## src/spi_pkg.sv

```systemverilog
package spi_pkg;

  //////////////////////////////////////////////////
  // widths and basic types
  //////////////////////////////////////////////////

  typedef logic [7:0]  spi_byte_t;   // one serial data byte
  typedef logic [31:0] bus_word_t;   // bus data word
  typedef logic [3:0]  byte_en_t;    // bus byte enables
  typedef logic [7:0]  sel_vec_t;    // chip selects, active low

  localparam int SPEED_W = 3;
  typedef logic [SPEED_W-1:0] speed_t;  // half-period = 2**speed clocks

  localparam int HALF_CNT_W    = (1 << SPEED_W) - 1;  // counts up to 127
  localparam int BITS_PER_XFER = 8;
  localparam int BIT_CNT_W     = 4;                   // holds 0..8

  //////////////////////////////////////////////////
  // structs and state encodings
  //////////////////////////////////////////////////

  typedef struct packed {
    logic [2:0] rsvd;
    speed_t     speed;
    logic       cpol;
    logic       cpha;
  } spi_conf_t;

  typedef struct packed {
    logic      cyc;
    logic      stb;
    logic      we;
    logic      adr;
    byte_en_t  sel;
    bus_word_t dat;
  } wb_req_t;

  typedef struct packed {
    logic wp;        // inverted wp_n pin
    logic tx_busy;
    logic rx_ready;
  } spi_status_t;

  typedef enum logic {BUS_IDLE, BUS_DONE} bus_state_e;
  typedef enum logic [1:0] {XCVR_IDLE, XCVR_SHIFT, XCVR_FINISH} xcvr_state_e;

  localparam sel_vec_t  SEL_RESET  = 8'hff;  // nothing selected
  localparam spi_conf_t CONF_RESET = '0;     // mode 0, fastest
  localparam logic      ADR_DATA   = 1'b0;
  localparam logic      ADR_CTRL   = 1'b1;

endpackage
```

## src/spi_top.sv

```systemverilog
module spi_top (
  input  logic               clk_i,
  input  logic               rst_i,

  // host bus port
  input  spi_pkg::wb_req_t   wb_req_i,
  output spi_pkg::bus_word_t wb_dat_o,
  output logic               wb_ack_o,

  // SPI pins
  input  logic               miso_i,
  output logic               mosi_o,
  output logic               sclk_o,
  output spi_pkg::sel_vec_t  selects_o,
  input  logic               wp_n_i
);

  //////////////////////////////////////////////////
  // register block with shift engine below
  //////////////////////////////////////////////////

  spi_master u_master (
    .clk_i     (clk_i),
    .rst_i     (rst_i),
    .req_i     (wb_req_i),
    .dat_o     (wb_dat_o),
    .ack_o     (wb_ack_o),
    .wp_n_i    (wp_n_i),
    .selects_o (selects_o),
    .miso_i    (miso_i),
    .mosi_o    (mosi_o),
    .sclk_o    (sclk_o)
  );

endmodule

```

## src/spi_master.sv

```systemverilog
module spi_master (
  input  logic                clk_i,
  input  logic                rst_i,
  input  spi_pkg::wb_req_t    req_i,
  output spi_pkg::bus_word_t  dat_o,
  output logic                ack_o,
  input  logic                wp_n_i,
  output spi_pkg::sel_vec_t   selects_o,
  input  logic                miso_i,
  output logic                mosi_o,
  output logic                sclk_o
);

  // reg 0 write: launch transfer with dat[7:0]
  // reg 0 read : received byte, clears rx_ready
  // reg 1 write: sel[3] -> selects, sel[2] -> config byte
  // reg 1 read : {selects, config, 13'b0, wp, tx_busy, rx_ready}

  spi_pkg::bus_state_e  state_q, state_d;
  spi_pkg::sel_vec_t    sel_q, sel_d;
  spi_pkg::spi_conf_t   conf_q, conf_d;
  logic                 tx_busy_q, tx_busy_d;
  logic                 rx_ready_q, rx_ready_d;
  spi_pkg::spi_byte_t   rx_byte_q, rx_byte_d;
  spi_pkg::bus_word_t   dat_q, dat_d;
  spi_pkg::spi_status_t status;
  logic                 xcvr_start;
  logic                 xcvr_done;
  spi_pkg::spi_byte_t   xcvr_rx;

  assign status = '{wp: ~wp_n_i, tx_busy: tx_busy_q, rx_ready: rx_ready_q};

  //////////////////////////////////////////////////
  // bus decode and flags
  //////////////////////////////////////////////////

  always_comb begin
    state_d    = state_q;
    sel_d      = sel_q;
    conf_d     = conf_q;
    tx_busy_d  = tx_busy_q;
    rx_ready_d = rx_ready_q;
    rx_byte_d  = rx_byte_q;
    dat_d      = dat_q;
    xcvr_start = 1'b0;

    case (state_q)
      spi_pkg::BUS_IDLE: begin
        if (req_i.cyc && req_i.stb) begin
          state_d = spi_pkg::BUS_DONE;
          case (req_i.adr)
            spi_pkg::ADR_DATA: begin
              if (req_i.we) begin
                if (!tx_busy_q) begin  // busy write is acked, dropped
                  xcvr_start = 1'b1;
                  tx_busy_d  = 1'b1;
                end
              end else begin
                dat_d      = spi_pkg::bus_word_t'(rx_byte_q);
                rx_ready_d = 1'b0;
              end
            end
            spi_pkg::ADR_CTRL: begin
              if (req_i.we) begin
                if (req_i.sel[3]) begin
                  sel_d = req_i.dat[31:24];
                end
                if (req_i.sel[2]) begin
                  conf_d = spi_pkg::spi_conf_t'(req_i.dat[23:16]);
                end
              end else begin
                dat_d = {sel_q, conf_q, 13'h0000, status};
              end
            end
            default: state_d = spi_pkg::BUS_DONE;
          endcase
        end
      end
      spi_pkg::BUS_DONE: state_d = spi_pkg::BUS_IDLE;  // ack cycle
      default:           state_d = spi_pkg::BUS_IDLE;
    endcase

    // end of transfer wins over a same-cycle data read
    if (xcvr_done && tx_busy_q) begin
      rx_byte_d  = xcvr_rx;
      tx_busy_d  = 1'b0;
      rx_ready_d = 1'b1;
    end
  end

  always_ff @(posedge clk_i or posedge rst_i) begin
    if (rst_i) begin
      state_q    <= spi_pkg::BUS_IDLE;
      sel_q      <= spi_pkg::SEL_RESET;
      conf_q     <= spi_pkg::CONF_RESET;
      tx_busy_q  <= 1'b0;
      rx_ready_q <= 1'b0;
    end else begin
      state_q    <= state_d;
      sel_q      <= sel_d;
      conf_q     <= conf_d;
      tx_busy_q  <= tx_busy_d;
      rx_ready_q <= rx_ready_d;
    end
  end

  always_ff @(posedge clk_i) begin
    rx_byte_q <= rx_byte_d;
    dat_q     <= dat_d;
  end

  assign ack_o     = (state_q == spi_pkg::BUS_DONE);
  assign dat_o     = dat_q;  // holds until next read
  assign selects_o = sel_q;

  spi_xcvr u_xcvr (
    .clk_i   (clk_i),
    .rst_i   (rst_i),
    .start_i (xcvr_start),
    .tx_i    (req_i.dat[7:0]),
    .conf_i  (conf_q),
    .miso_i  (miso_i),
    .mosi_o  (mosi_o),
    .sclk_o  (sclk_o),
    .rx_o    (xcvr_rx),
    .done_o  (xcvr_done)
  );

  a_ack_single: assert property (
    @(posedge clk_i) disable iff (rst_i) ack_o |=> !ack_o
  );

endmodule

```

## src/spi_xcvr.sv

```systemverilog
module spi_xcvr (
  input  logic               clk_i,
  input  logic               rst_i,
  input  logic               start_i,
  input  spi_pkg::spi_byte_t tx_i,
  input  spi_pkg::spi_conf_t conf_i,
  input  logic               miso_i,
  output logic               mosi_o,
  output logic               sclk_o,
  output spi_pkg::spi_byte_t rx_o,
  output logic               done_o
);

  spi_pkg::xcvr_state_e          state_q;
  spi_pkg::spi_conf_t            conf_q;
  spi_pkg::spi_byte_t            shreg_q;   // tx bits out the top, rx bits in the bottom
  logic [spi_pkg::BIT_CNT_W-1:0] bit_cnt_q; // samples taken so far
  logic                          mosi_q;
  logic                          run;
  logic                          lead;
  logic                          trail;
  logic                          sample_stb;
  logic                          shift_stb;
  logic                          last_edge;

  assign run        = (state_q == spi_pkg::XCVR_SHIFT);
  assign sample_stb = conf_q.cpha ? trail : lead;
  assign shift_stb  = conf_q.cpha ? lead : trail;

  // transfer ends on the trailing edge that carries or follows the 8th sample
  assign last_edge = trail &&
    ((bit_cnt_q + spi_pkg::BIT_CNT_W'(sample_stb)) ==
     spi_pkg::BIT_CNT_W'(spi_pkg::BITS_PER_XFER));

  spi_sclk_gen u_sclk_gen (
    .clk_i   (clk_i),
    .rst_i   (rst_i),
    .run_i   (run),
    .speed_i (conf_q.speed),
    .cpol_i  (conf_q.cpol),
    .sclk_o  (sclk_o),
    .lead_o  (lead),
    .trail_o (trail)
  );

  //////////////////////////////////////////////////
  // transfer FSM
  //////////////////////////////////////////////////

  always_ff @(posedge clk_i or posedge rst_i) begin
    if (rst_i) begin
      state_q   <= spi_pkg::XCVR_IDLE;
      conf_q    <= spi_pkg::CONF_RESET;
      bit_cnt_q <= '0;
      mosi_q    <= 1'b0;
    end else begin
      case (state_q)
        spi_pkg::XCVR_IDLE: begin
          conf_q <= conf_i;  // tracks register so sclk idles at current cpol
          if (start_i) begin
            bit_cnt_q <= '0;
            if (!conf_i.cpha) begin
              mosi_q <= tx_i[7];  // first bit ahead of first edge
            end
            state_q <= spi_pkg::XCVR_SHIFT;
          end
        end
        spi_pkg::XCVR_SHIFT: begin
          if (sample_stb) begin
            bit_cnt_q <= bit_cnt_q + 1'b1;
          end
          if (shift_stb && !last_edge) begin
            mosi_q <= shreg_q[7];  // next bit, msb first
          end
          if (last_edge) begin
            state_q <= spi_pkg::XCVR_FINISH;
          end
        end
        spi_pkg::XCVR_FINISH: state_q <= spi_pkg::XCVR_IDLE;  // one-cycle done
        default:              state_q <= spi_pkg::XCVR_IDLE;
      endcase
    end
  end

  always_ff @(posedge clk_i) begin
    if ((state_q == spi_pkg::XCVR_IDLE) && start_i) begin
      shreg_q <= tx_i;
    end else if (run && sample_stb) begin
      shreg_q <= {shreg_q[6:0], miso_i};
    end
  end

  assign mosi_o = mosi_q;
  assign rx_o   = shreg_q;  // full byte once in FINISH
  assign done_o = (state_q == spi_pkg::XCVR_FINISH);

  // register block must hold off start while a transfer runs
  a_start_in_idle: assert property (
    @(posedge clk_i) disable iff (rst_i) start_i |-> (state_q == spi_pkg::XCVR_IDLE)
  );

  a_done_single: assert property (
    @(posedge clk_i) disable iff (rst_i) done_o |=> !done_o
  );

endmodule

```

## src/spi_sclk_gen.sv

```systemverilog
module spi_sclk_gen (
  input  logic            clk_i,
  input  logic            rst_i,
  input  logic            run_i,
  input  spi_pkg::speed_t speed_i,
  input  logic            cpol_i,
  output logic            sclk_o,
  output logic            lead_o,
  output logic            trail_o
);

  logic [spi_pkg::HALF_CNT_W-1:0] cnt_q;
  logic [spi_pkg::HALF_CNT_W-1:0] term;
  logic                           phase_q;  // 1 while sclk sits at the active level
  logic                           tick;

  // terminal count is 2**speed - 1
  assign term = {spi_pkg::HALF_CNT_W{1'b1}} >> (spi_pkg::HALF_CNT_W - speed_i);
  assign tick = run_i && (cnt_q == term);

  //////////////////////////////////////////////////
  // half-period counter and phase
  //////////////////////////////////////////////////

  always_ff @(posedge clk_i or posedge rst_i) begin
    if (rst_i) begin
      cnt_q   <= '0;
      phase_q <= 1'b0;
    end else if (!run_i) begin
      cnt_q   <= '0;     // restart cleanly for next transfer
      phase_q <= 1'b0;   // back to idle level
    end else if (tick) begin
      cnt_q   <= '0;
      phase_q <= ~phase_q;
    end else begin
      cnt_q <= cnt_q + 1'b1;
    end
  end

  assign sclk_o  = phase_q ^ cpol_i;  // idle level equals cpol
  assign lead_o  = tick && !phase_q;  // next edge leaves idle
  assign trail_o = tick && phase_q;   // next edge returns to idle

  // each transfer starts with sclk at its idle level
  a_idle_at_start: assert property (
    @(posedge clk_i) disable iff (rst_i) (run_i && !$past(run_i)) |-> (sclk_o == cpol_i)
  );

endmodule

```

## config.mk

```make
export PLATFORM = sky130hd
export DESIGN_NAME = spi_top
export DESIGN_NICKNAME = d
export VERILOG_FILES = /design/src/spi_pkg.sv /design/src/spi_top.sv /design/src/spi_master.sv /design/src/spi_xcvr.sv /design/src/spi_sclk_gen.sv
export SDC_FILE = /design/constraint.sdc
export NUM_CORES = 1
export LEC_CHECK = 0
export BUFFER_PORTS_ARGS = -buffer_cell sky130_fd_sc_hd__buf_2
export CORE_ASPECT_RATIO = 1.4
export CORE_MARGIN = 3
export CORE_UTILIZATION = 40
export CTS_BUF_LIST = sky130_fd_sc_hd__clkbuf_4 sky130_fd_sc_hd__clkbuf_8
export DETAILED_ROUTE_END_ITERATION = 8
export PLACE_DENSITY_LB_ADDON = 0.3
export SLEW_MARGIN = 20
export SYNTH_ARGS = -nofsm -noshare
export SYNTH_HDL_FRONTEND = slang
export SYNTH_SLANG_ARGS = --single-unit
```

## constraint.sdc

```tcl
create_clock -name clk_i -period 2.8 [get_ports clk_i]
set_clock_uncertainty 0.15 [all_clocks]
set_input_delay 0 -clock clk_i [delete_from_list [all_inputs] [get_ports clk_i]]
set_output_delay 0 -clock clk_i [all_outputs]
set_load 0.005 [all_outputs]
```

==> impl_metrics.json, run 1 <==
{
  "async_flop_share": 0.494,
  "grt_max_degree": 40,
  "yosys-top-cells-area": "edfxtp_1 34%, dfrtp_1 22%, mux2_2 7.4%",
  "n_antenna_cell": 0,
  "ys_seq_area_frac": 0.627,
  "drt_iter0_drc": 68,
  "critPathTopFamily": "simple AND/OR/NAND/NOR gates",
  "cp.buffers_inverters": 1,
  "ys.warnings.count": 0,
  "synthTopCellsByCount": "40 x edfxtp_1, 34 x nand2_1, 31 x dfrtp_1",
  "htree_levels": 3,
  "seqCellArea_um2": 2190,
  "dr.pass1.iters": 4,
  "via_count": 2488,
  "holdWs_ns": 0.0338,
  "ys_ff_latch": 79,
  "combPwrFrac": 0.264,
  "ant_nets": 0,
  "crit_chain": "nand2_2, mux2_4, o21ai_4, nand4_4, nor2_4, ha_4, ha_4, nand4_1, buf_4, nor2_1, a21oi_1, nor3_1, o21ai_0",
  "netlist_instances": 274,
  "post-route-min-period_ns": 2.66,
  "status": "finished clean",
  "cp_common_cell": "ha_4",
  "critPathKind": "reg -> reg",
  "startpoint_type": "flop",
  "final_nets": 444,
  "yosysTopAreaCell": "edfxtp_1",
  "grt_pass1_vias": 2507,
  "max-cap-violations": 0,
  "fp.dieW_um": 84.9,
  "crit_arrival_ns": 2.74,
  "cts-root-buf": "clkbuf_8",
  "synth_ff_type": "edfxtp_1",
  "critPathMaxFanout": 5,
  "dp_hpwl_mm": 4.77,
  "cellPowerDensity_nw_per_um2": 709,
  "routedWlPerCell_um": 14.4,
  "cts.sinks": 79,
  "clockPowerShare": 0.251,
  "multi_input_area_um2": 1280,
  "internal-power_mw": 2.31,
  "io_pins": 87,
  "slowest_stage": "dfrtp_2",
  "clockBufferDepth": 2,
  "placed_area_um2": 4000,
  "endpoint_kind": "flop",
  "rsz0062_at_grt": "no",
  "clk-insertion-delay-late_ns": 0.35,
  "syn_area_per_cell_um2": 12.7,
  "max_slew.worst_pin.slew_ns": 0.685,
  "slew_headroom": 0.542,
  "setup_tns_ns": 0,
  "hold_viol": 0,
  "cts_inserted_buffers": 9,
  "sw_frac_of_total": 0.295,
  "period_share": 0.950,
  "cpPeakStageDelay_ns": 0.43,
  "cts.clk_slew.worst_paths_ns": 0.08,
  "area_growth_pct": 32.4,
  "drive_above_1_share": 0.397,
  "synth_edf_count": 40,
  "min_path_type": "in -> reg",
  "dieArea_um2": 9890,
  "grt.overflow.total": 0,
  "coreArea_um2": 8340,
  "cp.required_ns": 2.88,
  "die_y_um": 116,
  "port_buffers": 68,
  "finalWirelength_mm": 7.25,
  "yosysMostFrequentCell": "edfxtp_1",
  "place.gp.congestion": 0.804,
  "synth_top_area_frac": 0.344,
  "grtUsageTotal": 0.153,
  "initial_utilization": 0.418,
  "power_frac_seq": 0.485,
  "grt_pass1_wl_mm": 11.6,
  "nFillCells": 680,
  "netlist_area_um2": 3490,
  "rows": 39,
  "synth.distinct_cells": 46,
  "cts_tree": "yes",
  "switchingPower_mw": 0.967,
  "drv_slew": 0,
  "remaining_drc_errors": 0,
  "fin_area_um2": 4620,
  "antenna_found_initial": 0,
  "total_power_mw": 3.27,
  "leakagePower_nw": 1.98,
  "ir_drop_v": 0.000385,
  "setup-violations-final": 0,
  "via_per_inst": 4.95,
  "fmax_ghz": 0.376
}
==> power by group through the flow <==
stage / registers (mW) / clock network, mW / logic (mW)
after floorplan: 1.54 / 0 / 0.530
after global placement: 1.58 / 0 / 0.719
after detailed placement: 1.59 / 0 / 0.732
after CTS: 1.58 / 0.845 / 0.823
after global routing: 1.61 / 0.885 / 0.965
final: 1.59 / 0.822 / 0.863
==> final timing paths <==
check | slack (ns) | from | to | cells past startpoint
hold / removal | 0.03 | wb_req_i[36] | u_master.dat_o[5] | 2
min in group asynchronous | 0.18 | rst_i | u_master.conf_q[7] | 4
setup reg to reg | 0.14 | u_master.u_xcvr.conf_q[3] | u_master.u_xcvr.state_q[0] | 13
setup / recovery | 0.14 | u_master.u_xcvr.conf_q[3] | u_master.u_xcvr.state_q[0] | 13
hold reg to reg | 0.31 | u_master.u_xcvr.rx_o[5] | u_master.rx_byte_q[5] | 0
max in group asynchronous | 1.93 | rst_i | u_master.u_xcvr.conf_q[2] | 4
==> layout make-up <==
type,instances,share of cell area
Clock buffer,10,0.0284
Inverter,7,0.00569
Tap cell,102,0.0276
Clock inverter,6,0.0133
Timing Repair Buffer,119,0.174
Multi-Input combinational cell,180,0.277
Sequential cell,79,0.474
==> what timing repair did <==
action | CTS | global route
setup buffers | 3 | 2
pin swaps | 5 | 8
hold buffers | 32 | 0
setup endpoints to repair | 2 | 2
hold endpoints to repair | 67 | 0
gates resized for setup | 8 | 10
==> cells in the final DEF, fill, tap and decap left out, drive strengths merged, types with 5 or more instances in the layout <==
cell and n:
nand3 6, dlygate4sd3 32, nor2 20, and2 17
clkbuf 10, edfxtp 40, inv 7, nor2b 5
nand4 5, xor2 5, dfrtp 31, dfstp 8
mux2 24, buf 87, conb 8, o21ai 8
nand2 34
==> sequential cells by signal, summed over array words and instances, names as in the netlist <==
register	flops
u_master.u_xcvr.u_sclk_gen.phase_q	1
u_master.u_xcvr.rx_o	8
u_master.u_xcvr.mosi_o	1
u_master.rx_byte_q	8
u_master.u_xcvr.bit_cnt_q	4
u_master.tx_busy_q	1
u_master.u_xcvr.u_sclk_gen.cnt_q	7
u_master.conf_q	8
u_master.u_xcvr.state_q	2
u_master.ack_o	1
u_master.rx_ready_q	1
u_master.u_xcvr.conf_q	5
u_master.dat_o	24
u_master.selects_o	8
==> through the flow <==
stage | worst slack [ns] | instances | util
after floorplan | 0.0148 | 281 | -
after global placement | -0.0260 | 450 | 0.480
after detailed placement | -0.143 | 450 | 0.480
after CTS | 0.0118 | 501 | 0.548
after global routing | 0.0102 | 503 | 0.554
final | 0.139 | 503 | 0.554
==> layer usage <==
metal | up-vias | GRT usage | wire length, um
li1 | 1192 | - | -
met4 | 0 | 0.0824 | 201
met5 | - | 0 | 0
met3 | 16 | 0.0445 | 316
met2 | 67 | 0.263 | 3770
met1 | 1213 | 0.170 | 2970
==> logic make-up after synthesis <==
group | Yosys count | share of synthesized area
xor+xnor | 8 | 0.0201
buf+inv | 22 | 0.0348
mux | 27 | 0.0872
simple gates | 112 | 0.173
fa+ha+maj | 4 | 0.0143
compound gates | 21 | 0.0423
other cells | 1 | 0.00108
flops | 79 | 0.627
No activity file was read; power rests on OpenSTA's default activity.
==> inputs of run 2 (changes only) <==
ABC_AREA = 1   (was unset)
==> impl_metrics.json, run 2 <==
{
  "power_frac_seq": 0.469,
  "max_slew.worst_pin.slew_ns": 0.921,
  "cts.clk_slew.worst_paths_ns": 0.08,
  "min_from": "wb_req_i[39]",
  "nFillCells": 691,
  "netlist_instances": 310,
  "post-route-min-period_ns": 2.71,
  "clk-insertion-delay-late_ns": 0.35,
  "fmax_ghz": 0.370,
  "synthTopCellsByCount": "64 x nand2_1, 42 x inv_1, 40 x edfxtp_1",
  "remaining_drc_errors": 0,
  "synth_ff_type": "edfxtp_1",
  "clockBufferDepth": 2,
  "clockPowerShare": 0.289,
  "hold_viol": 0,
  "grtUsageTotal": 0.142,
  "yosysMostFrequentCell": "nand2_1",
  "drt_iter0_drc": 125,
  "netlist_area_um2": 3490,
  "startpoint_type": "flop",
  "setup-violations-final": 0,
  "switchingPower_mw": 1.05,
  "die_y_um": 117,
  "async_flop_share": 0.494,
  "critPathKind": "reg -> reg",
  "htree_levels": 3,
  "ys_seq_area_frac": 0.626,
  "mostFrequentLayoutCells": "68 x buf_2, 63 x nand2_1, 40 x edfxtp_1",
  "cts.sinks": 79,
  "coreArea_um2": 8340,
  "grt_max_degree": 26,
  "ys.warnings.count": 0,
  "cellPowerDensity_nw_per_um2": 784,
  "placed_area_um2": 3940,
  "combPwrFrac": 0.242,
  "endpoint_kind": "flop",
  "cp.required_ns": 2.90,
  "grt_pass1_wl_mm": 11.0,
  "antenna_found_initial": 0,
  "ant_nets": 0,
  "largest_reg_flops": 24,
  "crit_arrival_ns": 2.80,
  "fin_area_um2": 4590,
  "startpoint": "u_master.u_xcvr.conf_q[3]",
  "mostFrequentLayoutCell": "buf_2",
  "finalCoreUtilization": 0.550,
  "cts_inserted_buffers": 9,
  "synth.distinct_cells": 32,
  "yosysTopAreaCell": "edfxtp_1",
  "min_path_type": "in -> reg",
  "dp_hpwl_mm": 4.59,
  "rsz0062_at_grt": "yes",
  "port_buffers": 68,
  "cts-root-buf": "clkbuf_8",
  "grt_pass1_vias": 2398,
  "critPathMaxFanout": 7,
  "grt.overflow.total": 0,
  "r2r_start": "u_master.u_xcvr.conf_q[3]",
  "rows": 39,
  "drive_above_1_share": 0.352,
  "final_nets": 472,
  "initial_utilization": 0.419,
  "synth_top_area_frac": 0.344,
  "io_pins": 87,
  "drv_slew": 0,
  "finalWirelength_mm": 6.73,
  "dieArea_um2": 9910,
  "synth_compound_area_frac": 0.0290,
  "place.gp.congestion": 0.764,
  "routedWlPerCell_um": 12.7,
  "period_share": 0.966,
  "cts_tree": "yes",
  "ys_ff_latch": 79,
  "synthAdderAreaFrac": 0.0143,
  "leakagePower_nw": 2.20,
  "sw_frac_of_total": 0.292,
  "synth_edf_count": 40,
  "slew_headroom": 0.385,
  "syn_area_per_cell_um2": 11.3,
  "ir_drop_v": 0.000366,
  "muxShareOfSynthArea": 0.0806,
  "yosys-top-cells-area": "edfxtp_1 34%, dfrtp_1 22%, mux2_2 8.1%",
  "via_count": 2461,
  "status": "finished clean",
  "via_per_inst": 4.63,
  "internal-power_mw": 2.55,
  "n_antenna_cell": 0,
  "dr.pass1.iters": 4,
  "synth_xor_area_frac": 0.0175,
  "reg2reg_setup_slack_ns": 0.09,
  "max-cap-violations": 0,
  "synth_top_family_by_area": "simple AND/OR/NAND/NOR gates",
  "area_growth_pct": 31.4,
  "fp.dieW_um": 85.0,
  "synth-simple-area-share": 0.154
}
run 2: worst paths after layout:
check	cells past startpoint	endpoint
max	24	u_master.u_xcvr.mosi_o
min	4	u_master.dat_o[22]
max reg2reg	24	u_master.u_xcvr.mosi_o
min reg2reg	0	u_master.rx_byte_q[5]
max in group asynchronous	4	u_master.selects_o[4]
min in group asynchronous	3	u_master.u_xcvr.conf_q[2]
run 2: cell families (layout without fill, tap and decap cells):
family,after synthesis,after routing
simple gates,119,119
flops,79,79
buf+inv,58,170
mux,25,25
compound gates,17,17
xor+xnor,7,7
fa+ha+maj,4,4
other cells,1,8
run 2: cell type report:
| class | count | area [um2] | share of cell area |
|---|---|---|---|
| Multi-Input combinational cell | 180 | 1120 | 0.243 |
| Clock inverter | 5 | 104 | 0.0226 |
| Timing Repair Buffer | 111 | 741 | 0.161 |
| Inverter | 43 | 161 | 0.0352 |
| Tap cell | 102 | 128 | 0.0278 |
| Sequential cell | 79 | 2190 | 0.477 |
| Clock buffer | 11 | 151 | 0.0330 |
run 2: power by group through the flow:
stage / clock, mW / sequential [mW] / combinational (mW)
floorplan: 0 / 1.62 / 0.585
global placement: 0 / 1.69 / 0.704
detailed placement: 0 / 1.70 / 0.734
CTS: 1.07 / 1.68 / 0.774
global route: 1.10 / 1.73 / 1.00
finish: 1.04 / 1.69 / 0.871
run 2: through the flow:
stage	cells	total power [mW]	hold WS, ns	setup slack, ns	setup TNS (ns)
floorplan	317	2.21	0.000588	0.0585	0
global placement	479	2.39	0.0846	0.128	0
detailed placement	479	2.43	0.0895	0.00112	0
CTS	526	3.52	0.135	0.0167	0
global route	531	3.83	0.201	-0.148	-0.148
finish	531	3.60	0.138	0.0939	0
run 2: timing repair:
action / CTS / global route
hold endpoints to repair: 56 / 0
gates resized for setup: 2 / 14
gates cloned: 0 / 0
endpoints found under the setup margin: 1 / 2
hold buffers: 31 / 0
pin swaps: 0 / 11
setup buffers: 0 / 5
run 2: per-layer routing:
metal / share of wire / up-vias / track usage
met1: 0.40 / 1161 / 0.160
li1: - / 1225 / -
met5: 0 / - / 0
met3: 0.047 / 14 / 0.0289
met4: 0.023 / 0 / 0.0697
met2: 0.53 / 61 / 0.253
run 2: worst max-delay path, cell delays in order, from the launching register on:
cell and delay, ns:
dfrtp_2 0.47, nor2_4 0.14, nand2_1 0.05, nand2_1 0.06, nand2_1 0.07, nor2_2 0.11
nand2_2 0.09, nor2_4 0.14, nand3_2 0.11, inv_2 0.09, o21ai_4 0.05, inv_2 0.07
ha_4 0.13, ha_4 0.12, inv_2 0.03, nor2_2 0.09, nor2_1 0.06, nand4_1 0.12
nand4_1 0.10, nand2_1 0.08, nand2_1 0.05, nand2_1 0.07, nand2_1 0.05, nand2_1 0.05
nand2_1 0.04
==> inputs of run 3 (changes only) <==
CORE_UTILIZATION = 50   (was 40)
REMOVE_ABC_BUFFERS = 1   (was unset)
==> impl_metrics.json, run 3 (synthesis results as in run 2) <==
{
  "status": "finished clean",
  "reg2reg_to": "u_master.u_xcvr.mosi_o",
  "internal-power_mw": 2.63,
  "largest_reg_flops": 24,
  "grt.overflow.total": 0,
  "fmax_ghz": 0.361,
  "mostFrequentLayoutCell": "buf_2",
  "power_frac_seq": 0.453,
  "area_growth_pct": 32.1,
  "cellPowerDensity_nw_per_um2": 801,
  "pre_cts_slack_ns": 0.0161,
  "clk-insertion-delay-late_ns": 0.35,
  "holdWs_ns": 0.172,
  "io_pins": 87,
  "cts.clk_slew.worst_paths_ns": 0.08,
  "cp.required_ns": 2.89,
  "via_count": 2525,
  "dp_hpwl_mm": 4.22,
  "drt_iter0_drc": 159,
  "grt_pass1_vias": 2417,
  "crit_path_end": "u_master.u_xcvr.mosi_o",
  "die_y_um": 105,
  "rsz0062_at_grt": "yes",
  "mostFrequentLayoutCells": "68 x buf_2, 62 x nand2_1, 40 x inv_1, 40 x edfxtp_1, 33 x dlygate4sd3_1",
  "critPathKind": "reg -> reg",
  "grtUsageTotal": 0.180,
  "rows": 35,
  "sw_frac_of_total": 0.289,
  "grt_max_degree": 40,
  "reg2reg_setup_slack_ns": 0.03,
  "slew_headroom": 0.634,
  "place.gp.congestion": 0.770,
  "grt_pass1_wl_mm": 11.3,
  "drv_slew": 0,
  "post-route-min-period_ns": 2.77,
  "cts-root-buf": "clkbuf_8",
  "startpoint": "u_master.u_xcvr.conf_q[4]",
  "max_slew.worst_pin.slew_ns": 0.545,
  "coreArea_um2": 6700,
  "ant_nets": 0,
  "via_per_inst": 4.83,
  "finalWirelength_mm": 6.98,
  "initial_utilization": 0.522,
  "ir_drop_v": 0.000431,
  "critPathMaxFanout": 5,
  "setup_tns_ns": 0,
  "cts_tree": "yes",
  "remaining_drc_errors": 0,
  "combPwrFrac": 0.246,
  "min_path_type": "in -> reg",
  "fp.dieW_um": 76.7,
  "startpoint_type": "flop",
  "dieArea_um2": 8040,
  "cts.sinks": 79,
  "placed_area_um2": 3910,
  "fin_area_um2": 4620,
  "r2r_start": "u_master.u_xcvr.conf_q[4]",
  "endpoint_kind": "flop",
  "leakagePower_nw": 2.21,
  "setup-violations-final": 0,
  "max-cap-violations": 0,
  "htree_levels": 3,
  "cts_inserted_buffers": 9,
  "routedWlPerCell_um": 13.3,
  "crit_arrival_ns": 2.87,
  "antenna_found_initial": 0,
  "n_antenna_cell": 0,
  "switchingPower_mw": 1.07,
  "drive_above_1_share": 0.350,
  "port_buffers": 68,
  "nFillCells": 470,
  "setup_ws_ns": 0.0285,
  "clockBufferDepth": 2,
  "final_nets": 474,
  "hold_viol": 0,
  "clockPowerShare": 0.301,
  "period_share": 0.990,
  "reg2reg_depth": 24,
  "dr.pass1.iters": 5
}
## run 3: cell types whose count changed in the layout (fill, tap and decap cells not counted), sizes merged
| cell | delta |
|---|---|
| inv | +1 |
| clkinv | -2 |
| bufinv | +1 |
| dlygate4sd3 | +2 |
## run 3: area by class of cell
type	count	area [um2]	area share
multi-input cells	180	1120	0.243
repair buffers	113	761	0.165
clock buffers	11	139	0.0301
clock inverters	5	129	0.0279
flip-flops and latches	79	2190	0.474
well taps	92	115	0.0249
inverters	43	161	0.0350
## run 3: metal layers
layer  vias up  routed length [um]  global-route usage
li1       1231                   -                   -
met1      1191                2810               0.204
met2        82                3610               0.309
met3        21                 332              0.0448
met4         0                 229               0.102
met5         -                   0                   0
## run 3: stage by stage
stage,cells,total power [mW],util
floorplan,302,2.17,-
global placement,467,2.38,0.583
detailed placement,467,2.42,0.583
CTS,516,3.57,0.673
global route,523,3.90,0.689
finish,523,3.69,0.689
## run 3: worst min path at each step
| stage | startpoint | to | slack [ns] | cells past startpoint |
|---|---|---|---|---|
| floorplan | wb_req_i[16] | u_master.conf_q[0] | 0.0006 | 1 |
| finish | wb_req_i[35] | u_master.selects_o[1] | 0.17 | 3 |
| CTS | rst_i | u_master.conf_q[4] | 0.17 | 4 |
| global route | wb_req_i[35] | u_master.selects_o[4] | 0.19 | 3 |
| global placement | rst_i | u_master.conf_q[5] | -0.004 | 3 |
| detailed placement | rst_i | u_master.conf_q[5] | 0.009 | 3 |
## run 3: worst max-delay path: stages, from the launching register on
cell	delay, ns
dfrtp_2	0.46
buf_4	0.16
buf_4	0.13
nand4_1	0.08
nand2_1	0.06
inv_1	0.07
nand3_2	0.10
nor2_4	0.13
nand3_2	0.10
nand2_2	0.09
o21ai_4	0.06
inv_2	0.07
ha_4	0.14
ha_4	0.12
inv_2	0.04
nor2_2	0.09
nor2_1	0.04
nand4_1	0.12
nand4_1	0.09
nand2_1	0.08
nand2_1	0.06
nand2_2	0.07
nand2_1	0.05
nand2_1	0.05
nand2_1	0.04
## run 3: repair_timing
item,CTS,global route
pin swaps,0,11
hold buffers,33,0
gates resized for setup,1,15
endpoints found under the hold margin,70,0
endpoints found under the setup margin,1,2
setup buffers,0,7
## run 3: power groups by stage
stage	Sequential, mW	Combinational, mW	Clock (mW)
after detailed placement	1.69	0.723	0
after global routing	1.70	1.02	1.18
after global placement	1.68	0.696	0
after floorplan	1.66	0.510	0
final	1.67	0.908	1.11
after CTS	1.68	0.765	1.13
